<file path="src/common/cache_cfg_pkg.sv">
package cache_cfg_pkg;

   // host side sizes
   localparam int ADDR_W      = 16;
   localparam int DATA_W      = 32;
   localparam int NBYTES      = DATA_W / 8;
   localparam int CTRL_ADDR_W = 3;

   // cache geometry
   localparam int NLINES     = 16;
   localparam int LINE_WORDS = 4;
   localparam int WBUF_DEPTH = 4;

   // address fields, byte offset at the bottom and tag at the top
   localparam int BYTE_OFF_W = $clog2(NBYTES);
   localparam int OFFSET_W   = $clog2(LINE_WORDS);
   localparam int INDEX_W    = $clog2(NLINES);
   localparam int TAG_W      = ADDR_W - INDEX_W - OFFSET_W - BYTE_OFF_W;
   localparam int WADDR_W    = ADDR_W - BYTE_OFF_W;
   localparam int WBUF_PTR_W = $clog2(WBUF_DEPTH);

   typedef logic [ADDR_W-1:0]      addr_t;
   typedef logic [WADDR_W-1:0]     waddr_t;
   typedef logic [DATA_W-1:0]      word_t;
   typedef logic [NBYTES-1:0]      wstrb_t;
   typedef logic [TAG_W-1:0]       tag_t;
   typedef logic [INDEX_W-1:0]     index_t;
   typedef logic [OFFSET_W-1:0]    offset_t;
   typedef logic [31:0]            count_t;
   typedef logic [CTRL_ADDR_W-1:0] ctrl_addr_t;

   // control register map
   localparam ctrl_addr_t CTRL_HITS       = 3'd0;
   localparam ctrl_addr_t CTRL_MISSES     = 3'd1;
   localparam ctrl_addr_t CTRL_WBUF_EMPTY = 3'd2;
   localparam ctrl_addr_t CTRL_INVALIDATE = 3'd3;
   localparam ctrl_addr_t CTRL_CLEAR      = 3'd4;

endpackage
</file>
<file path="src/common/cache_bus_pkg.sv">
package cache_bus_pkg;
   import cache_cfg_pkg::*;

   // host request as held by the front end
   typedef struct packed {
      addr_t  addr;
      word_t  wdata;
      wstrb_t wstrb;
      logic   write;
   } front_req_t;

   // one pending write-through
   typedef struct packed {
      waddr_t waddr;
      word_t  data;
      wstrb_t wstrb;
   } wbuf_entry_t;

   // external memory access, word addressed
   typedef struct packed {
      waddr_t addr;
      word_t  data;
      wstrb_t wstrb;
      logic   write;
   } mem_req_t;

   typedef enum logic [1:0] {
      CS_IDLE,
      CS_WAIT_DRAIN,
      CS_FILL,
      CS_RESPOND
   } cache_state_e;

   typedef enum logic [1:0] {
      BS_IDLE,
      BS_WRITE,
      BS_FILL_REQ,
      BS_FILL_WAIT
   } back_state_e;

endpackage

</file>
<file path="src/cache/cache_front_end.sv">
`timescale 1ns/1ns

module cache_front_end
   import cache_cfg_pkg::*, cache_bus_pkg::*;
(
   input  logic        clk,
   input  logic        reset,
   input  logic [ADDR_W:0] addr,
   input  word_t       wdata,
   input  wstrb_t      wstrb,
   input  logic        req,
   output logic        ack,
   output word_t       rdata,
   output logic        data_req,
   output logic        data_req_reg,
   output front_req_t  front_req,
   input  logic        data_ack,
   input  word_t       data_rdata,
   output logic        ctrl_req,
   output ctrl_addr_t  ctrl_addr,
   input  logic        ctrl_ack,
   input  word_t       ctrl_rdata
);

   logic sel_ctrl;
   logic data_req_int;

   // top address bit picks the control register space
   assign sel_ctrl     = addr[ADDR_W];
   assign data_req_int = req && !sel_ctrl;
   assign ctrl_req     = req && sel_ctrl;
   assign ctrl_addr    = addr[CTRL_ADDR_W-1:0];

   assign data_req = data_req_int || data_req_reg;

   // only one side answers a given request
   assign ack   = data_ack || ctrl_ack;
   assign rdata = ctrl_ack ? ctrl_rdata : data_rdata;

   // drop the registered copy once acked so it is not seen twice
   always_ff @(posedge clk or posedge reset) begin
      if (reset) begin
         data_req_reg <= 1'b0;
      end else begin
         data_req_reg <= data_req_int && !data_ack;
      end
   end

   always_ff @(posedge clk) begin
      if (req) begin
         front_req <= '{addr: addr[ADDR_W-1:0], wdata: wdata, wstrb: wstrb, write: |wstrb};
      end
   end

   assert property (@(posedge clk) disable iff (reset) !(data_ack && ctrl_ack));

endmodule

</file>
<file path="config.mk">
export PLATFORM = sky130hd
export DESIGN_NAME = cache_front_end
export DESIGN_NICKNAME = d
export VERILOG_FILES = /design/src/common/cache_cfg_pkg.sv /design/src/common/cache_bus_pkg.sv /design/src/cache/cache_front_end.sv
export SDC_FILE = /design/constraint.sdc
export NUM_CORES = 1
export LEC_CHECK = 0
export ABC_CLOCK_PERIOD_IN_PS = 1420
export BUFFER_PORTS_ARGS = -buffer_cell sky130_fd_sc_hd__clkbuf_2
export CAP_MARGIN = 20
export CORE_ASPECT_RATIO = 1.2
export CORE_MARGIN = 3
export CORE_UTILIZATION = 35
export CTS_BUF_LIST = sky130_fd_sc_hd__clkbuf_2
export DETAILED_ROUTE_END_ITERATION = 8
export PLACE_DENSITY = 0.78
export SLEW_MARGIN = 30
export SYNTH_ARGS = -nofsm -noshare
export SYNTH_HDL_FRONTEND = slang
export SYNTH_SLANG_ARGS = --single-unit
</file>
<file path="constraint.sdc">
create_clock -name clk -period 1.42 [get_ports clk]
set_clock_uncertainty 0.2 [all_clocks]
set_input_delay 0.284 -clock clk [delete_from_list [all_inputs] [get_ports clk]]
set_output_delay 0.284 -clock clk [all_outputs]
set_load 0.02 [all_outputs]
</file>
==> impl_metrics.tcl <==
set metrics [dict create \
    gp_congestion 0.7954 \
    min_period_ns 1.645 \
    critPathCaptureType "output pin" \
    ios 214 \
    synthesis.instances 100 \
    die-area_mm2 0.007337 \
    yosysSeqAreaShare_pct 72.83 \
    fin_cells 463 \
    drv_slew 0 \
    grt_setup_unrepaired "true" \
    crit_buf_inv 1 \
    hold_class "primary input to flip-flop" \
    die_h_um 93.24 \
    nNetsFinal 502 \
    cap_viol_max_count 0 \
    peakVddDrop_mv 0.3693 \
    max_freq_ghz 0.6080 \
    status "finished, violations left" \
    cp_data_arrival_time_ns 1.16 \
    syn_area_mm2 0.002220 \
    die_x_um 78.70 \
    finalSetupViolCount 88 \
    antenna_found_initial 0 \
    critPathLaunchType "flip-flop" \
    finalHoldViolations 0 \
    max_stage_delay_ns 0.45 \
    dp_cells 392 \
    final.setup.worst_slack_ns -0.2247 \
    final_antenna_net_count 0 \
    leakagePower_nw 2.219 \
    routed_via_density 4.613 \
    clk_pin_slew_worst_paths_ns 0.29 \
    cp_max_fo 2 \
    cts_tree "yes" \
    worstPathCellList "nand2b_4 > buf_8" \
    syn_nets 222 \
    syn_avg_cell_area_um2 22.20 \
    routedWlPerCell_um 20.65 \
    rows 31 \
    htree_num_levels 2 \
    required_ns 0.94 \
    clockBufferDepth 2 \
    cp_slowest_cell "dfrtp_1" \
    grt_overflow_total 0 \
    numCtsBuffers 5 \
    wl_um 9561 \
    drive_above_1_share_pct 69.82 \
    grt_pass1_vias 2106 \
    cts_root_buf "clkbuf_2" \
    violations "setup timing" \
    grt_pass1_wl_um 11540 \
    initial_utilization_pct 36.45 \
    grt_usage_pct 21.25 \
    crit_type "flip-flop to output pin" \
    syn2layout_area_growth_pct 108.6 \
    grt_max_degree 37 \
    worstMarginPinSlew_ns 0.2913 \
    cpLargestDelayFamily "flip-flops" \
    ys_types 13 \
    antenna_cells 0 \
    drtIter0Drc 153 \
    clock-sinks 54 \
    vias 2136 \
    ys_warn_count 0 \
    io_buffers 213 \
    largest_reg_flops 53 \
    p_per_area_mw_per_mm2 831.3 \
    final_util_pct 76.02 \
    total_power_mw 3.849 \
    slew_headroom_pct 80.58 \
    ys_ff_latch 54 \
    core_area_mm2 0.006090 \
    drc_errors 0 \
    drtPass1Iterations 4 \
    period_share_pct 115.8 \
]
[stage by stage]
stage | hold slack (ns) | setup TNS (ns) | setup slack, ns | area [µm²]
2_1_floorplan | -0.1873 | 0 | 0.05853 | 2220
5_1_grt | 0.08189 | -11.27 | -0.2837 | 4629
6_report | 0.1273 | -7.643 | -0.2247 | 4629
4_1_cts | 0.1121 | -8.292 | -0.1956 | 4222
3_5_place_dp | -0.09227 | -6.401 | -0.2424 | 3362
3_3_place_gp | -0.09081 | -5.755 | -0.2092 | 3362
[routing by layer]
metal	part of all wire (%)	up-vias	GRT usage, %	routed length (µm)
li1	-	944	-	-
met1	31	1004	22.46	2981
met2	55	170	40.16	5301
met3	12	18	6.936	1114
met4	1.7	0	5.248	163
met5	0	-	0	0
[cell usage in the layout (no fill, tap or decap)]
| cell type | instances |
|---|---|
| buf_8 | 12 |
| clkbuf_2 | 130 |
| nand2b_4 | 1 |
| inv_1 | 1 |
| clkbuf_4 | 1 |
| mux2_4 | 32 |
| and2_1 | 1 |
| or2_4 | 1 |
| clkbuf_16 | 2 |
| buf_4 | 1 |
| nand2b_1 | 1 |
| buf_6 | 56 |
| dlygate4sd3_1 | 56 |
| buf_16 | 3 |
| edfxtp_1 | 53 |
| or4_1 | 1 |
| dfrtp_1 | 1 |
| clkinv_2 | 1 |
| clkinv_4 | 1 |
| buf_12 | 4 |
| nor2_1 | 1 |
| clkbuf_8 | 1 |
| clkinvlp_4 | 1 |
| buf_2 | 19 |
[cell families after synthesis]
| group | synth area share [%] |
|---|---|
| buf+inv | 4.397 |
| mux | 21.14 |
| flops | 72.83 |
| simple gates | 1.635 |
[where the power goes]
group | switching [mW] | internal (mW) | total (mW)
Sequential | 0.0619 | 1.89 | 1.95
Combinational | 0.567 | 0.716 | 1.28
Clock | 0.493 | 0.122 | 0.615
[cell usage after synthesis (all sizes together)]
library cell / count / share of area (%)
and2: 1 / 0.28
buf: 7 / 4.2
dfrtp: 1 / 1.1
edfxtp: 53 / 72
inv: 1 / 0.17
mux2: 32 / 21
nand2b: 2 / 0.56
nor2: 1 / 0.17
or2: 1 / 0.28
or4: 1 / 0.34
[cell type report]
cell class | count | area [µm²]
Multi-Input combinational cell | 38 | 526.8
Clock buffer | 5 | 25.02
Sequential cell | 54 | 1617
Clock inverter | 3 | 21.27
Fill cell | 352 | 1460
Timing Repair Buffer | 280 | 2333
Tap cell | 82 | 102.6
Inverter | 1 | 3.754
[worst paths after layout]
path                              start       endpoint  slack, ns  cells after the start
max                        data_req_reg       data_req      -0.22                      2
min                                 req  front_req[46]       0.13                      2
max in group asynchronous         reset   data_req_reg       0.35                      4
min in group asynchronous         reset   data_req_reg       0.57                      4
[timing repair]
action | CTS | global route
hold buffers | 56 | 0
cloned | 3 | 2
resized for setup | 37 | 201
endpoints found under the hold margin | 55 | 0
pin swaps | 0 | 2
setup endpoints to repair | 88 | 88
buffers inserted | 2 | 0
Power figures use the tool's default switching activity.
