**src/common/cache_cfg_pkg.sv**
```systemverilog
package cache_cfg_pkg;

   // host side sizes
   localparam int ADDR_W      = 16;
   localparam int DATA_W      = 32;
   localparam int NBYTES      = DATA_W / 8;
   localparam int CTRL_ADDR_W = 3;

   // cache geometry
   localparam int NLINES     = 16;
   localparam int LINE_WORDS = 4;
   localparam int WBUF_DEPTH = 4;

   // address fields, byte offset at the bottom and tag at the top
   localparam int BYTE_OFF_W = $clog2(NBYTES);
   localparam int OFFSET_W   = $clog2(LINE_WORDS);
   localparam int INDEX_W    = $clog2(NLINES);
   localparam int TAG_W      = ADDR_W - INDEX_W - OFFSET_W - BYTE_OFF_W;
   localparam int WADDR_W    = ADDR_W - BYTE_OFF_W;
   localparam int WBUF_PTR_W = $clog2(WBUF_DEPTH);

   typedef logic [ADDR_W-1:0]      addr_t;
   typedef logic [WADDR_W-1:0]     waddr_t;
   typedef logic [DATA_W-1:0]      word_t;
   typedef logic [NBYTES-1:0]      wstrb_t;
   typedef logic [TAG_W-1:0]       tag_t;
   typedef logic [INDEX_W-1:0]     index_t;
   typedef logic [OFFSET_W-1:0]    offset_t;
   typedef logic [31:0]            count_t;
   typedef logic [CTRL_ADDR_W-1:0] ctrl_addr_t;

   // control register map
   localparam ctrl_addr_t CTRL_HITS       = 3'd0;
   localparam ctrl_addr_t CTRL_MISSES     = 3'd1;
   localparam ctrl_addr_t CTRL_WBUF_EMPTY = 3'd2;
   localparam ctrl_addr_t CTRL_INVALIDATE = 3'd3;
   localparam ctrl_addr_t CTRL_CLEAR      = 3'd4;

endpackage
```
**src/cache/cache_control.sv**
```systemverilog
`timescale 1ns/1ns

module cache_control
   import cache_cfg_pkg::*;
(
   input  logic       clk,
   input  logic       reset,
   input  logic       ctrl_req,
   input  ctrl_addr_t ctrl_addr,
   input  word_t      ctrl_wdata,
   input  logic       ctrl_write,
   output logic       ctrl_ack,
   output word_t      ctrl_rdata,
   input  logic       hit,
   input  logic       miss,
   input  logic       wbuf_empty,
   output logic       invalidate
);

   count_t hits_cnt;
   count_t misses_cnt;
   logic   reg_write;

   // writes take effect in the ack cycle, wdata is registered by then
   assign reg_write  = ctrl_ack && ctrl_write;
   assign invalidate = reg_write && (ctrl_addr == CTRL_INVALIDATE);

   always_ff @(posedge clk or posedge reset) begin
      if (reset) begin
         ctrl_ack   <= 1'b0;
         hits_cnt   <= '0;
         misses_cnt <= '0;
      end else begin
         ctrl_ack <= ctrl_req && !ctrl_ack;
         if (reg_write && (ctrl_addr == CTRL_CLEAR)) begin
            hits_cnt   <= '0;
            misses_cnt <= '0;
         end else begin
            // counters can also be preset by a direct write
            if (reg_write && (ctrl_addr == CTRL_HITS)) begin
               hits_cnt <= ctrl_wdata;
            end else if (hit) begin
               hits_cnt <= hits_cnt + 1'b1;
            end
            if (reg_write && (ctrl_addr == CTRL_MISSES)) begin
               misses_cnt <= ctrl_wdata;
            end else if (miss) begin
               misses_cnt <= misses_cnt + 1'b1;
            end
         end
      end
   end

   always_comb begin
      case (ctrl_addr)
         CTRL_HITS:       ctrl_rdata = hits_cnt;
         CTRL_MISSES:     ctrl_rdata = misses_cnt;
         CTRL_WBUF_EMPTY: ctrl_rdata = word_t'(wbuf_empty);
         default:         ctrl_rdata = '0;
      endcase
   end

endmodule

```
**config.mk**
```make
export PLATFORM = sky130hd
export DESIGN_NAME = cache_control
export DESIGN_NICKNAME = d
export VERILOG_FILES = /design/src/common/cache_cfg_pkg.sv /design/src/cache/cache_control.sv
export SDC_FILE = /design/constraint.sdc
export NUM_CORES = 1
export LEC_CHECK = 0
export BUFFER_PORTS_ARGS = -buffer_cell sky130_fd_sc_hd__buf_2
export CAP_MARGIN = 20
export CORE_MARGIN = 2
export CORE_UTILIZATION = 39
export DETAILED_ROUTE_END_ITERATION = 16
export SLEW_MARGIN = 20
export SYNTH_ARGS = -nofsm -noshare
export SYNTH_HDL_FRONTEND = slang
export SYNTH_SLANG_ARGS = --single-unit
export TNS_END_PERCENT = 30
```
**constraint.sdc**
```tcl
create_clock -name clk -period 2.08 [get_ports clk]
set_input_delay 0.208 -clock clk [delete_from_list [all_inputs] [get_ports clk]]
set_output_delay 0.208 -clock clk [all_outputs]
set_load 0.02 [all_outputs]
```
==> out/results.ini <==
[synth]
syn_avg_cell_area_um2 = 8.821
synthSimpleGateAreaFrac = 0.2203
synth_compound_gate_area_share = 0.1962
synth_fa_ha_area_frac = 0.006180
ys_types = 36
mappedNetlistArea_mm2 = 0.004049
synth_top_family_by_area = simple AND/OR/NAND/NOR gates
synth.yosys.warnings = 0
synthesis.nets = 503
synth_seq_area_share = 0.4017
multiplexer_share_of_the_synthesized_area = 0.007417
postSynthRegisterBits = 65
syn_inst = 459
post_synth_xor_area_fraction = 0.1298

[floorplanning]
ios = 76
die_area_mm2 = 0.01121
die_w_um = 105.9
floorplan.rows = 37
placeableCoreArea_mm2 = 0.01018
floorplan.initialDensity = 0.3975
die_h_um = 105.9

[clock_network]
cts_root_buf = sky130_fd_sc_hd__clkbuf_8
ctsHtreeMaxLevel = 3
worst_setup_hold_path_clk_slew_ns = 0.07
cts_made_buffers = 9
tritoncts_num_sinks = 65
tritoncts = built
worstSkewPairLatency_ns = 0.34
cts.repair.resized = 0
cts_max_path_buffers = 2

[run_status]
status = finished clean

[drt]
routed-via-count = 3833
detailedRoute.firstIterationViolations = 275
routed_wirelength_um = 12090
detail_route.wl_per_cell_um = 17.93
drc_errors = 0
remaining_antenna_violation_count = 0
detail_route.vias_per_cell = 5.687
dr.pass1.iters = 7

[sta]
report.final.hold_viol_count = 0
fin_worst_hold_slack_ns = 0.08854
rsz0062_at_grt = no
fin_worst_skew_ns = 0.007457
fin_setup_tns_ns = 0
tightest_slew_ns = 0.6540
slew_headroom = 0.5630
finalSetupViolations = 0
timing.final.max_slew_violations = 0
post-route-min-period_ns = 1.875
fin_crit_sh = 0.9013
max_freq_mhz = 533.4

[grt]
globalRoute.busiestLayer = met2
antenna_found_initial = 0
grt_usage = 0.2255
grt_first_pass_wirelength_um = 19890
grt_max_degree = 66
grt_pass1_vias = 3818
groute.layer.met2.usage = 0.3530
globalRouteOverflowTotal = 0
global_route.usage.met3 = 0.03863
grt.met1_usage = 0.3078

[layout]
layout.cells.most_common = sky130_fd_sc_hd__buf_2
final_design_area_no_fill_mm2 = 0.004870
multiInputGateArea_mm2 = 0.002283
drive_gt1_frac = 0.2230
final_core_utilization = 0.4781
num_antenna_cells = 0
layout.area.seq_mm2 = 0.001627
syn2layout_area_growth_pct = 20.27
fillerInstances = 1006
final_net_count = 577
final_cell_mix = sky130_fd_sc_hd__buf_2, sky130_fd_sc_hd__dfrtp_1, sky130_fd_sc_hd__xor2_1, sky130_fd_sc_hd__a21oi_1, sky130_fd_sc_hd__o21ai_0

[power]
power_per_cell_area_mw_per_mm2 = 887.4
p_leak_uw = 0.002104
ir_drop_mv = 0.5177

[setup_path]
criticalPathCategory = reg2reg
required_time_reported_for_the_critical_path_endpoint_ns = 2.34
timing.critical_path.from_type = flop
arrival_time_of_the_worst_setup_path_ns = 2.14
critPathMaxFanout = 6
timing.critical_path.to_type = flop

[placement]
final_gp_congestion = 0.8817
dp.final_hpwl_um = 8260
postPlaceCellArea_mm2 = 0.004663
count_of_buffers_inserted_at_the_top_level_ports = 75

[hold_path]
min-delay-path-class = in2reg

[flow_run]
max_cap_violations = 0

[power by group]
group / internal (uW) / leakage [uW] / switching (uW) / total [uW]
sequential: 1620 / 0.000807 / 506 / 2130
clock: 585 / 0.0000974 / 504 / 1090
combinational: 530 / 0.00120 / 574 / 1100
[cells by family after synthesis]
group	Yosys count
adder cells (fa/ha/maj)	2
AND/OR/NAND/NOR	162
flip-flops	65
AO/OA/AOI/OAI	127
XOR/XNOR	60
buffers and inverters	40
multiplexers	3
[area by class of cell]
cell class | count | share of cell area
multi-input combinational | 354 | 0.4689
sequential | 65 | 0.3340
timing repair buffer | 93 | 0.1156
tap | 136 | 0.03494
clock buffer | 13 | 0.03058
clock inverter | 3 | 0.008222
inverter | 10 | 0.007708
[cells in the mapped netlist, drive strengths merged]
cell	count	area (um^2)
dfrtp	65	1627
xor2	45	394.1
a21oi	39	195.2
o21ai	38	190.2
nand3	35	180.2
nand4	32	227.7
a22o	31	271.5
nor2	30	112.6
clkbuf	28	105.1
nand2	28	105.1
xnor2	15	131.4
a211oi	13	97.59
inv	10	37.54
nor3	10	55.05
and3	9	56.30
nor4	6	73.82
and2	4	25.02
a31oi	3	18.77
mux2i	3	30.03
or3	3	18.77
buf	2	12.51
ha	2	25.02
o22ai	2	12.51
a31o	1	8.760
and4	1	8.760
nand4b	1	8.760
nor2b	1	6.260
or2	1	6.260
or4	1	7.510
[state kept, by name (all words and copies together) (netlist names)]
register    flops
hits_cnt       32
misses_cnt     32
ctrl_ack        1
[critical path: stages (launching register included)]
cell	delay (ns)
sky130_fd_sc_hd__dfrtp_1	0.44
sky130_fd_sc_hd__nand4_1	0.36
sky130_fd_sc_hd__nor4_1	0.57
sky130_fd_sc_hd__nand2_1	0.12
sky130_fd_sc_hd__xor2_1	0.16
sky130_fd_sc_hd__a21oi_1	0.14
[routing by layer]
layer,vias to the layer above,routed length (um)
met3,25,785
met1,1840,5485
met5,-,0
met2,142,5510
li1,1826,-
met4,0,304
[timing repair]
| action | in CTS | in global routing |
|---|---|---|
| setup buffers | 0 | 1 |
| hold buffers | 1 | 0 |
| setup endpoints to repair | 0 | 6 |
| endpoints found under the hold margin | 65 | 0 |
[worst paths after layout]
path	from	endpoint	slack, ns	cells after the start
max reg2reg	misses_cnt[3]	misses_cnt[15]	0.21	5
min in group asynchronous	reset	hits_cnt[11]	0.48	4
min reg2reg	ctrl_ack	ctrl_ack	0.46	1
min	ctrl_req	ctrl_ack	0.09	2
max	misses_cnt[3]	misses_cnt[15]	0.21	5
max in group asynchronous	reset	hits_cnt[3]	1.30	4
[per-stage QoR]
| stage | setup WS (ns) | power (uW) | instances |
|---|---|---|---|
| final | 0.2052 | 4321 | 674 |
| after global routing | 0.05644 | 4592 | 674 |
| after CTS | 0.08613 | 4340 | 673 |
| after detailed placement | 0.08496 | 3237 | 656 |
| after global placement | 0.1884 | 3212 | 656 |
| after floorplan | 0.2455 | 2834 | 459 |
Note: power is estimated with default switching activity, not from simulation.
