File: config.mk
export PLATFORM = sky130hd
export DESIGN_NAME = write_buffer
export DESIGN_NICKNAME = d
export VERILOG_FILES = /design/src/common/cache_cfg_pkg.sv /design/src/common/cache_bus_pkg.sv /design/src/cache/write_buffer.sv
export SDC_FILE = /design/constraint.sdc
export NUM_CORES = 1
export LEC_CHECK = 0
export ABC_AREA = 1
export BUFFER_PORTS_ARGS = -buffer_cell sky130_fd_sc_hd__clkbuf_2
export CORE_UTILIZATION = 50
export DETAILED_ROUTE_END_ITERATION = 8
export PLACE_DENSITY = 0.73
export SYNTH_ARGS = -nofsm -noshare
export SYNTH_HDL_FRONTEND = slang
export SYNTH_SLANG_ARGS = --single-unit
File: constraint.sdc
create_clock -name clk -period 2 [get_ports clk]
set_input_delay 0.1 -clock clk [delete_from_list [all_inputs] [get_ports clk]]
set_output_delay 0.1 -clock clk [all_outputs]
set_load 0.03 [all_outputs]
File: src/common/cache_cfg_pkg.sv
package cache_cfg_pkg;

   // host side sizes
   localparam int ADDR_W      = 16;
   localparam int DATA_W      = 32;
   localparam int NBYTES      = DATA_W / 8;
   localparam int CTRL_ADDR_W = 3;

   // cache geometry
   localparam int NLINES     = 16;
   localparam int LINE_WORDS = 4;
   localparam int WBUF_DEPTH = 4;

   // address fields, byte offset at the bottom and tag at the top
   localparam int BYTE_OFF_W = $clog2(NBYTES);
   localparam int OFFSET_W   = $clog2(LINE_WORDS);
   localparam int INDEX_W    = $clog2(NLINES);
   localparam int TAG_W      = ADDR_W - INDEX_W - OFFSET_W - BYTE_OFF_W;
   localparam int WADDR_W    = ADDR_W - BYTE_OFF_W;
   localparam int WBUF_PTR_W = $clog2(WBUF_DEPTH);

   typedef logic [ADDR_W-1:0]      addr_t;
   typedef logic [WADDR_W-1:0]     waddr_t;
   typedef logic [DATA_W-1:0]      word_t;
   typedef logic [NBYTES-1:0]      wstrb_t;
   typedef logic [TAG_W-1:0]       tag_t;
   typedef logic [INDEX_W-1:0]     index_t;
   typedef logic [OFFSET_W-1:0]    offset_t;
   typedef logic [31:0]            count_t;
   typedef logic [CTRL_ADDR_W-1:0] ctrl_addr_t;

   // control register map
   localparam ctrl_addr_t CTRL_HITS       = 3'd0;
   localparam ctrl_addr_t CTRL_MISSES     = 3'd1;
   localparam ctrl_addr_t CTRL_WBUF_EMPTY = 3'd2;
   localparam ctrl_addr_t CTRL_INVALIDATE = 3'd3;
   localparam ctrl_addr_t CTRL_CLEAR      = 3'd4;

endpackage
File: src/common/cache_bus_pkg.sv
package cache_bus_pkg;
   import cache_cfg_pkg::*;

   // host request as held by the front end
   typedef struct packed {
      addr_t  addr;
      word_t  wdata;
      wstrb_t wstrb;
      logic   write;
   } front_req_t;

   // one pending write-through
   typedef struct packed {
      waddr_t waddr;
      word_t  data;
      wstrb_t wstrb;
   } wbuf_entry_t;

   // external memory access, word addressed
   typedef struct packed {
      waddr_t addr;
      word_t  data;
      wstrb_t wstrb;
      logic   write;
   } mem_req_t;

   typedef enum logic [1:0] {
      CS_IDLE,
      CS_WAIT_DRAIN,
      CS_FILL,
      CS_RESPOND
   } cache_state_e;

   typedef enum logic [1:0] {
      BS_IDLE,
      BS_WRITE,
      BS_FILL_REQ,
      BS_FILL_WAIT
   } back_state_e;

endpackage

File: src/cache/write_buffer.sv
`timescale 1ns/1ns

module write_buffer
   import cache_cfg_pkg::*, cache_bus_pkg::*;
(
   input  logic        clk,
   input  logic        reset,
   input  logic        push,
   input  wbuf_entry_t push_entry,
   input  logic        pop,
   output wbuf_entry_t head,
   output logic        full,
   output logic        empty
);

   wbuf_entry_t           entries [WBUF_DEPTH];
   logic [WBUF_PTR_W-1:0] wr_ptr;
   logic [WBUF_PTR_W-1:0] rd_ptr;
   logic [WBUF_PTR_W:0]   count;

   assign full  = (count == (WBUF_PTR_W+1)'(WBUF_DEPTH));
   assign empty = (count == '0);
   assign head  = entries[rd_ptr];

   // pointers wrap on their own, depth is a power of two
   always_ff @(posedge clk or posedge reset) begin
      if (reset) begin
         wr_ptr <= '0;
         rd_ptr <= '0;
         count  <= '0;
      end else begin
         if (push) begin
            wr_ptr <= wr_ptr + 1'b1;
         end
         if (pop) begin
            rd_ptr <= rd_ptr + 1'b1;
         end
         case ({push, pop})
            2'b10:   count <= count + 1'b1;
            2'b01:   count <= count - 1'b1;
            default: count <= count;
         endcase
      end
   end

   always_ff @(posedge clk) begin
      if (push) begin
         entries[wr_ptr] <= push_entry;
      end
   end

   assert property (@(posedge clk) disable iff (reset) push |-> !full);
   assert property (@(posedge clk) disable iff (reset) pop |-> !empty);

endmodule

==> results.txt, run 1 <==
RSZ-0062 raised after global routing - no
Vias per cell - 5.00
Syn Nets - 693
Critical Path Sink - head[23]
Reg2reg setup slack - 0.24 ns
CP Capture Type - output pin
Xor/xnor share of the synthesized area - 0.00423
CP required - 1.90 ns
Synth warnings - 0
First-pass iteration count of the detailed router - 5
Clk Latency, worst-skew pair - 0.49 ns
Max_slew headroom - 0.704
Sink Count - 207
FF-to-FF path depth - 5
DPL Wire Length - 9.75 mm
Arrival time worst endpoint - 1.80 ns
Area grow syn2layout - 25.0%
Initial DRC Count - 376
Die span in y - 131 um
Post-synth top cells - edfxtp_1 (200), nand2_1 (161), inv_1 (114)
Grt total ovfl - 0
Antenna viol nets, final - 0
Final setup violation count - 0
Die area - 17100 um2
Starting density of the core - 0.516
Bufs on Longest Clock Path - 3
Max-cap viol count - 0
Status - completed
Design Area, Final - 10400 um2
Critical Path Start - rd_ptr[0]
Core ar. - 16100 um2
Gr usage total - 0.196
Finished Layout Cells - 1029
CTS root buf - clkbuf_16
Area of placed instances - 9140 um2
Leak Pwr - 4.22 nW
CP Class - reg2out
Clk pin slew, worst setup/hold paths - 0.06 ns
Largest area contributor in the netlist - edfxtp_1
H-Tree Depth - 1
Routed WL - 16.5 mm
Complex-gate fraction of the synthesized area - 0.0918
Mapped Cells - 633
Initial antenna violation count - 1
R2r startpoint - wr_ptr[0]
Hold Path Class - in2async
Chip width - 131 um
CTS Buf Count - 21
Top-count cell post-synth - edfxtp_1
Synth top area share - 0.725
NumNets Final - 860
Synth top area cells - edfxtp_1 (72%), o211ai_1 (9.1%), nand2_1 (7.3%)
FF-to-FF End - entries[2][15]
Cell Rows - 46
Via count - 5149
Worst-Margin Slew - 0.445 ns
Slew Limit Fails - 0
Synth Area in Adders - 0.00997
Primary FF master, synth - edfxtp_1
Dominant combinational cell family by area after synthesis - compound AO/OA/AOI/OAI gates
WL/cell - 16.0 um
Gp weighted congestion - 0.767
Async SR Flop Fraction - 0.0338
EDFF count, synth - 200
Residual DRC - 0
I/O Buffers - 105
PD cells - 1540 nW/um2
CP Max Fanout - 52
Fmax - 0.526 GHz
Post-route minimum period - 1.90 ns
Synth Cell Area - 8290 um2
Area share of and/or/nand/nor cells after synthesis - 0.0755
FF+latch count, synth - 207
CTS tree - done
Worst IR Drop VDD - 1.03 mV
Number of global-route vias before repair - 5135
I/O pin count - 106
Setup TNS - 0 ns
Largest net degree at the start of global routing - 53
Fin Clk Skew - 0.0131 ns
Layout cell share with drive strength beyond 1 - 0.192
Mux cell area share after synthesis - 0
Inst Count DP - 936
Hold Vio Cnt, Final - 0
Post-route clock period utilization - 0.951
First-pass GRT wire length - 25.4 mm
Syn Area/Cell - 13.1 um2
Post-synthesis sequential area ratio - 0.746
Unique masters post-synth - 17
CP startpoint kind - flop
[routing by layer]
metal  share of wire  GRT usage
met5               0          0
met4           0.019     0.0656
met3           0.049     0.0314
met2            0.51      0.348
met1            0.42      0.246
[cell type report]
type | instances | area [um2]
multi-input combinational | 277 | 1500
clock buffer | 30 | 559
fill | 1171 | 5700
timing repair buffer | 178 | 1320
clock inverter | 5 | 76.3
sequential | 207 | 6190
inverter | 115 | 444
antenna | 1 | 2.50
tap | 216 | 270
[layout by cell type (no fill, tap or decap), types with 2 or more instances in the layout]
cell type	count
dlygate4sd3_1	53
o211ai_1	100
nand2_1	161
nor3_1	2
clkbuf_16	22
buf_6	2
o21ai_0	2
bufinv_16	2
buf_4	9
clkinv_1	2
inv_1	110
buf_12	7
clkbuf_2	105
clkinvlp_4	3
edfxtp_1	200
dfrtp_1	5
clkbuf_1	9
ha_1	5
xor2_1	3
[worst max-delay path, cell delays in order, from the launching register on]
cell      delay (ns)
dfrtp_4         0.57
buf_12          0.21
nand2_1         0.09
o211ai_1        0.08
nand2_1         0.14
clkbuf_2        0.22
[kinds of logic (layout without fill, tap and decap cells)]
| family | count (synthesis) | in the layout |
|---|---|---|
| buffers and inverters | 149 | 328 |
| xor gates and xnor gates | 4 | 4 |
| AOI/OAI and AO/OA | 102 | 102 |
| other | 0 | 1 |
| DFF | 207 | 207 |
| and+or+nand+nor | 165 | 165 |
| adders and majority gates | 6 | 6 |
[worst min-delay path by stage]
stage / startpoint / slack [ns] / end
6_report: reset / 0.08 / wr_ptr[0]
5_1_grt: reset / 0.11 / wr_ptr[0]
4_1_cts: reset / 0.07 / wr_ptr[0]
3_5_place_dp: reset / 0.03 / count[1]
3_3_place_gp: reset / 0.03 / count[2]
2_1_floorplan: reset / -0.1 / count[0]
[sequential cells by signal, indices dropped and copies added, names as in the netlist]
register / count
rd_ptr: 2
count: 3
wr_ptr: 2
entries: 200
[through the flow]
step	total power, mW	hold slack [ns]	utilization	setup slack [ns]
floorplan	10.3	-0.0966	-	0.0260
global placement	12.0	0.0276	0.569	0.279
detailed placement	12.2	0.0331	0.569	0.221
CTS	16.0	0.0728	0.642	0.0256
global route	16.8	0.114	0.645	0.000108
finish	15.9	0.0794	0.645	0.0989
[report_power, final]
part           switching, mW  internal [mW]
clock network           1.47           2.19
logic                   4.43           1.88
registers              0.275           5.69
total                   6.17           9.76
[what timing repair did]
item | 4_1_cts | 5_1_grt
setup buffers | 1 | 2
resized for setup | 1 | 2
hold buffers | 53 | 0
hold endpoints to repair | 211 | 0
cloned | 0 | 1
endpoints found under the setup margin | 14 | 32
Note: power is estimated with default switching activity, not from simulation.
==> inputs of run 2 (changes only) <==
- clock period: 2 -> 1.65 ns (I/O delays scaled with it)
==> results.txt, run 2 (synthesis results as in run 1) <==
Arrival time worst endpoint - 1.90 ns (+0.10 ns)
FF-to-FF path depth - 5 (unchanged)
Post-layout util - 0.704 (+0.0588)
Largest regs - entries x200, count x3
Largest net degree at the start of global routing - 55 (+3.8%)
PD cells - 2010 nW/um2 (+31%)
Hold Path Class - in2async
Commonest non-fill, non-tap cells in the layout - edfxtp_1 (200), nand2_1 (153), inv_1 (108)
Clk pin slew, worst setup/hold paths - 0.06 ns (about the same)
Antenna viol nets, final - 0 (unchanged)
CP required - 1.57 ns (-0.33 ns)
DPL Wire Length - 10.1 mm (+3.6%)
Gr usage total - 0.226 (+0.0301)
Post-route clock period utilization - 1.20
Core ar. - 16100 um2 (unchanged)
Grt total ovfl - 0 (unchanged)
Die area - 17100 um2 (unchanged)
I/O pin count - 106 (unchanged)
Area grow syn2layout - 36.4%
Fin Clk Skew - 0.00815 ns (-0.00491 ns)
Clk Latency, worst-skew pair - 0.49 ns (about the same)
RSZ-0062 raised after global routing - yes
Sink Count - 207 (unchanged)
Max-cap viol count - 0 (unchanged)
Fill cells - 998 (-15%)
CTS root buf - clkbuf_16
Final setup violation count - 50 (+50)
Vias per cell - 5.25 (+5.0%)
Post-route minimum period - 1.98 ns
Via count - 5517 (+7.1%)
P_int - 14.4 mW (+48%)
CP max stage delay - 0.49 ns (-0.08 ns)
Design Area, Final - 11300 um2 (+9.1%)
Number of global-route vias before repair - 5742 (+12%)
I/O Buffers - 105 (unchanged)
Slowest cell on crit path - dfrtp_4
Residual DRC - 0 (unchanged)
Clock share of power - 0.209 (-0.021)
Leak Pwr - 4.57 nW (+8.3%)
Critical-path cell list - buf_12 > bufbuf_16 > o211ai_1 > nand2_1 > clkbuf_8
CP Class - reg2out
Gp weighted congestion - 0.732 (-4.7%)
First-pass iteration count of the detailed router - 4 (-1)
Initial DRC Count - 357 (-5.1%)
Worst IR Drop VDD - 1.46 mV (+41%)
Area of placed instances - 9260 um2 (+1.4%)
Slew Limit Fails - 0 (unchanged)
Initial antenna violation count - 1 (unchanged)
Starting density of the core - 0.516 (unchanged)
CP startpoint kind - flop
Net switching power - 8.29 mW (+34%)
CP Capture Type - output pin
Register ranked first by flip-flop count - entries
WL/cell - 18.2 um (+14%)
Bufs on Longest Clock Path - 3 (unchanged)
Pre-CTS WS - 0.145 ns (-0.0765 ns)
Cell Rows - 46 (unchanged)
Combinational share of power - 0.473 (+0.077)
Routed WL - 19.1 mm (+16%)
First-pass GRT wire length - 28.7 mm (+13%)
Chip width - 131 um (unchanged)
Fmax - 0.504 GHz
Max_slew headroom - 0.747 (+0.0430)
Status - finished with violations
Commonest non-fill, non-tap cell in the layout - edfxtp_1
CTS Buf Count - 22 (+4.8%)
NumNets Final - 876 (+1.9%)
H-Tree Depth - 1 (unchanged)
Worst-Margin Slew - 0.380 ns (-0.0644 ns)
Layout cell share with drive strength beyond 1 - 0.226 (+0.0338)
Failing checks - negative setup slack
CTS tree - done
Worst Slack Setup Final - -0.333 ns (-0.432 ns)
Die span in y - 131 um (unchanged)
Part of the power in registers - 0.318 (-0.056)
Hold Vio Cnt, Final - 0 (unchanged)
CP Max Fanout - 9 (-83%)
Sw Ratio - 0.365 (-0.0229)
Largest register FFs - 200 (unchanged)
## run 2: changes by cell type in the layout (fill, tap and decap cells not counted), moves of 8 or more
| cell | change |
|---|---|
| clkbuf_2 | -50 |
| clkbuf_8 | +39 |
| buf_8 | +9 |
| nand2_1 | -8 |
| nand2_2 | +8 |
## run 2: final cells by class
class | count | area [um2] | area share
timing repair buffer | 193 | 2150 | 0.191
antenna | 2 | 5.00 | 0.000443
multi-input combinational | 277 | 1530 | 0.136
clock buffer | 32 | 619 | 0.0548
inverter | 115 | 449 | 0.0397
sequential | 207 | 6190 | 0.547
clock inverter | 8 | 86.3 | 0.00764
tap | 216 | 270 | 0.0239
## run 2: through the flow
stage	hold slack, ns	setup TNS (ns)	power [mW]	instances
CTS	0.0548	-11.51	22.3	1044
detailed placement	0.0284	0	15.1	938
global placement	0.0230	0	14.8	938
floorplan	-0.114	-25.42	12.5	633
finish	0.0747	-11.43	22.7	1050
global route	0.0955	-14.16	23.7	1049
## run 2: timing repair
action                                 in CTS  in global routing
setup endpoints to repair                  50                 50
hold buffers                               53                  0
setup buffers                               6                  1
gates cloned                                7                  3
endpoints found under the hold margin     210                  0
resized for setup                         110                 13
pin swaps                                  81                 43
## run 2: critical path, delay by kind of cell, from the launching register on
| family | cells | cell delay [ns] |
|---|---|---|
| AO/OA/AOI/OAI | 1 | 0.24 |
| AND/OR/NAND/NOR | 1 | 0.10 |
| buffers and inverters | 3 | 0.60 |
| flip-flops | 1 | 0.49 |
## run 2: final timing paths
check                          startpoint        endpoint  slack [ns]
max                             rd_ptr[0]         head[7]       -0.33
min in group clk           push_entry[47]  entries[1][47]        0.36
min                                 reset        count[0]        0.07
max reg2reg                     wr_ptr[1]  entries[1][22]        0.22
max in group asynchronous           reset       rd_ptr[0]        1.29
min reg2reg                      count[2]        count[2]        0.53
## run 2: power by group through the flow
stage | Clock [mW] | Combinational (mW) | Sequential [mW]
2_1_floorplan | 0 | 5.32 | 7.21
3_3_place_gp | 0 | 7.53 | 7.27
3_5_place_dp | 0 | 7.74 | 7.33
4_1_cts | 4.82 | 10.3 | 7.19
5_1_grt | 5.04 | 11.4 | 7.29
6_report | 4.76 | 10.8 | 7.22
## run 2: per-layer routing
metal / vias up / part of all wire / global-route usage
li1: 2584 / - / -
met1: 2710 / 0.40 / 0.265
met2: 178 / 0.53 / 0.411
met3: 45 / 0.048 / 0.0395
met4: 0 / 0.025 / 0.0940
met5: - / 0 / 0
==> inputs of run 3 (changes only) <==
- ABC_AREA: 1 -> not set
- PLACE_DENSITY: 0.73 -> 0.74
==> results.txt, run 3 <==
Via count - 3716 (-33%)
Slew Limit Fails - 0 (unchanged)
Max_slew headroom - 0.799 (+0.0521)
Routed WL - 14.7 mm (-23%)
CP Capture Type - output pin
Worst IR Drop VDD - 1.05 mV (-28%)
Vias per cell - 5.37 (+2.2%)
Max-cap viol count - 0 (unchanged)
Fin Hold WS - 0.0629 ns (-0.0118 ns)
Largest regs - entries x200, count x3
CTS tree - done
Worst Slack Setup Final - -0.367 ns (-0.0335 ns)
Multi-input gate area - 1330 um2 (-13%)
Async SR Flop Fraction - 0.0338 (unchanged)
H-Tree Depth - 1 (unchanged)
Post-route clock period utilization - 1.22 (+0.0203)
Status - finished with violations
Largest net degree at the start of global routing - 39 (-29%)
EDFF count, synth - 200 (unchanged)
CTS Buf Count - 22 (unchanged)
Fmax - 0.496 GHz (-1.7%)
Leak Pwr - 3.72 nW (-19%)
Grt total ovfl - 0 (unchanged)
Mapped Cells - 299 (-53%)
First-pass GRT wire length - 21.9 mm (-24%)
Fin Clk Skew - 0.00649 ns (-0.00166 ns)
Unique masters post-synth - 20 (+3)
Post-synth top cells - edfxtp_1 (200), mux4_2 (48), dfrtp_1 (7), inv_1 (7)
NumNets Final - 554 (-37%)
Part of the power in registers - 0.355 (+0.037)
CTS root buf - clkbuf_16
Synth top area share - 0.782 (+0.0574)
Clk pin slew, worst setup/hold paths - 0.06 ns (about the same)
Layout cell share with drive strength beyond 1 - 0.423 (+0.197)
R2r startpoint - wr_ptr[0]
Largest register FFs - 200 (unchanged)
Sink Count - 207 (unchanged)
Combinational share of power - 0.421 (-0.052)
FF-to-FF path depth - 4 (-1)
Clk Latency, worst-skew pair - 0.49 ns (about the same)
Bufs on Longest Clock Path - 3 (unchanged)
Arrival time worst endpoint - 1.93 ns (+0.03 ns)
Initial antenna violation count - 0 (-1)
Hold Vio Cnt, Final - 0 (unchanged)
Net switching power - 6.38 mW (-23%)
DPL Wire Length - 8.08 mm (-20%)
Die area - 15900 um2 (-7.2%)
Final setup violation count - 50 (unchanged)
Area grow syn2layout - 35.3%
Fill cells - 912 (-8.6%)
Finished Layout Cells - 692 (-34%)
Inst Count DP - 590 (-37%)
CP required - 1.57 ns (about the same)
Residual DRC - 0 (unchanged)
Largest area contributor in the netlist - edfxtp_1
Failing checks - negative setup slack
Antenna viol nets, final - 0 (unchanged)
PD cells - 1950 nW/um2 (-3.0%)
Synth warnings - 0 (unchanged)
Number of global-route vias before repair - 4074 (-29%)
Gr usage total - 0.186 (-0.0408)
CP startpoint kind - flop
Total power - 20.3 mW (-11%)
Hold Path Class - in2async
Area of placed instances - 8530 um2 (-8.0%)
Post-synthesis sequential area ratio - 0.805 (+0.0591)
P_int - 13.9 mW (-3.9%)
Die span in y - 126 um (-3.7%)
Initial DRC Count - 229 (-36%)
FF+latch count, synth - 207 (unchanged)
First-pass iteration count of the detailed router - 4 (unchanged)
Syn Nets - 359 (-48%)
FF-to-FF End - entries[2][11]
WL/cell - 21.3 um (+17%)
Starting density of the core - 0.520 (+0.00439)
Design Area, Final - 10400 um2 (-8.1%)
Core ar. - 14800 um2 (-8.1%)
Reg2reg setup slack - 0.15 ns (-0.07 ns)
Synth top area cells - edfxtp_1 (78%), mux4_2 (14%), dfrtp_1 (2.3%)
CP Class - reg2out
CP Max Fanout - 5 (-4)
Cell Rows - 44 (-4.3%)
Sw Ratio - 0.315 (-0.0495)
Register cell area after layout - 6190 um2 (unchanged)
Commonest non-fill, non-tap cell in the layout - edfxtp_1
Post-route minimum period - 2.02 ns (+0.0335 ns)
Chip width - 126 um (-3.7%)
Top-count cell post-synth - edfxtp_1
Primary FF master, synth - edfxtp_1
Commonest non-fill, non-tap cells in the layout - edfxtp_1 (200), clkbuf_2 (55), dlygate4sd3_1 (53)
Synth Cell Area - 7680 um2 (-7.3%)
Gp weighted congestion - 0.659 (-9.9%)
I/O pin count - 106 (unchanged)
Worst-Margin Slew - 0.302 ns (-0.0785 ns)
RSZ-0062 raised after global routing - yes
Register ranked first by flip-flop count - entries
I/O Buffers - 105 (unchanged)
Ant. Diodes - 0 (-2)
Syn Area/Cell - 25.7 um2 (+96%)
Clock share of power - 0.225 (+0.016)
Pre-CTS WS - 0.131 ns (-0.0139 ns)
## run 3: changes by cell type after synthesis, moves of 2 or more
cell      previous run  this run
inv_1              114         7
nand2_1            161         2
and2_1               0         4
buf_12               0         5
buf_4                4         0
buf_2               22         5
mux4_1               0         2
clkbuf_1             8         1
o211ai_1           100         0
mux4_2               0        48
## run 3: worst max path at each step
stage               from             to  slack (ns)  depth (start not counted)
2_1_floorplan  wr_ptr[0]  entries[3][0]        0.05                          2
3_3_place_gp   rd_ptr[0]       head[24]        0.13                          3
3_5_place_dp   rd_ptr[0]        head[0]        0.13                          3
4_1_cts        rd_ptr[0]       head[24]       -0.39                          3
5_1_grt        rd_ptr[0]       head[27]       -0.42                          4
6_report       rd_ptr[0]       head[27]       -0.37                          4
## run 3: logic make-up after synthesis
logic type | count (synthesis) | synth area share
AO/OA/AOI/OAI | 1 | 0.000651
flip-flops | 207 | 0.805
buffers and inverters | 19 | 0.0217
multiplexers | 51 | 0.149
XOR/XNOR | 6 | 0.00684
adder cells (fa/ha/maj) | 6 | 0.0108
AND/OR/NAND/NOR | 9 | 0.00619
## run 3: layer usage
layer,wire (um),track usage
met1,5620,0.222
met5,0,0
met3,682,0.0378
met4,355,0.0574
met2,8080,0.338
## run 3: per-stage QoR
stage	utilization	setup TNS, ns
floorplan	-	0
global placement	0.578	0
detailed placement	0.578	0
CTS	0.689	-16.73
global route	0.704	-19.33
finish	0.704	-16.97
## run 3: worst max-delay path, stage by stage, from the launching register on
cell      delay (ns)
dfrtp_4         0.44
buf_4           0.15
buf_8           0.14
mux4_2          0.53
clkbuf_8        0.18
## run 3: what timing repair did
action,4_1_cts,5_1_grt
endpoints found under the setup margin,50,50
hold endpoints to repair,211,0
gates resized for setup,102,42
setup buffers,1,4
hold buffers,53,0
cloned,0,6
## run 3: final cells by class
class | count | area share
flip-flops and latches | 207 | 0.596
repair buffers | 183 | 0.187
multi-input cells | 73 | 0.128
clock buffers | 29 | 0.0576
well taps | 184 | 0.0222
clock inverters | 9 | 0.00711
inverters | 7 | 0.00253
## run 3: power by group through the flow
stage | Combinational (mW) | Clock (mW) | Sequential (mW)
floorplan | 4.62 | 0 | 7.14
global placement | 6.12 | 0 | 7.20
detailed placement | 6.15 | 0 | 7.30
CTS | 7.60 | 4.66 | 7.19
global route | 8.94 | 4.84 | 7.26
finish | 8.52 | 4.56 | 7.18
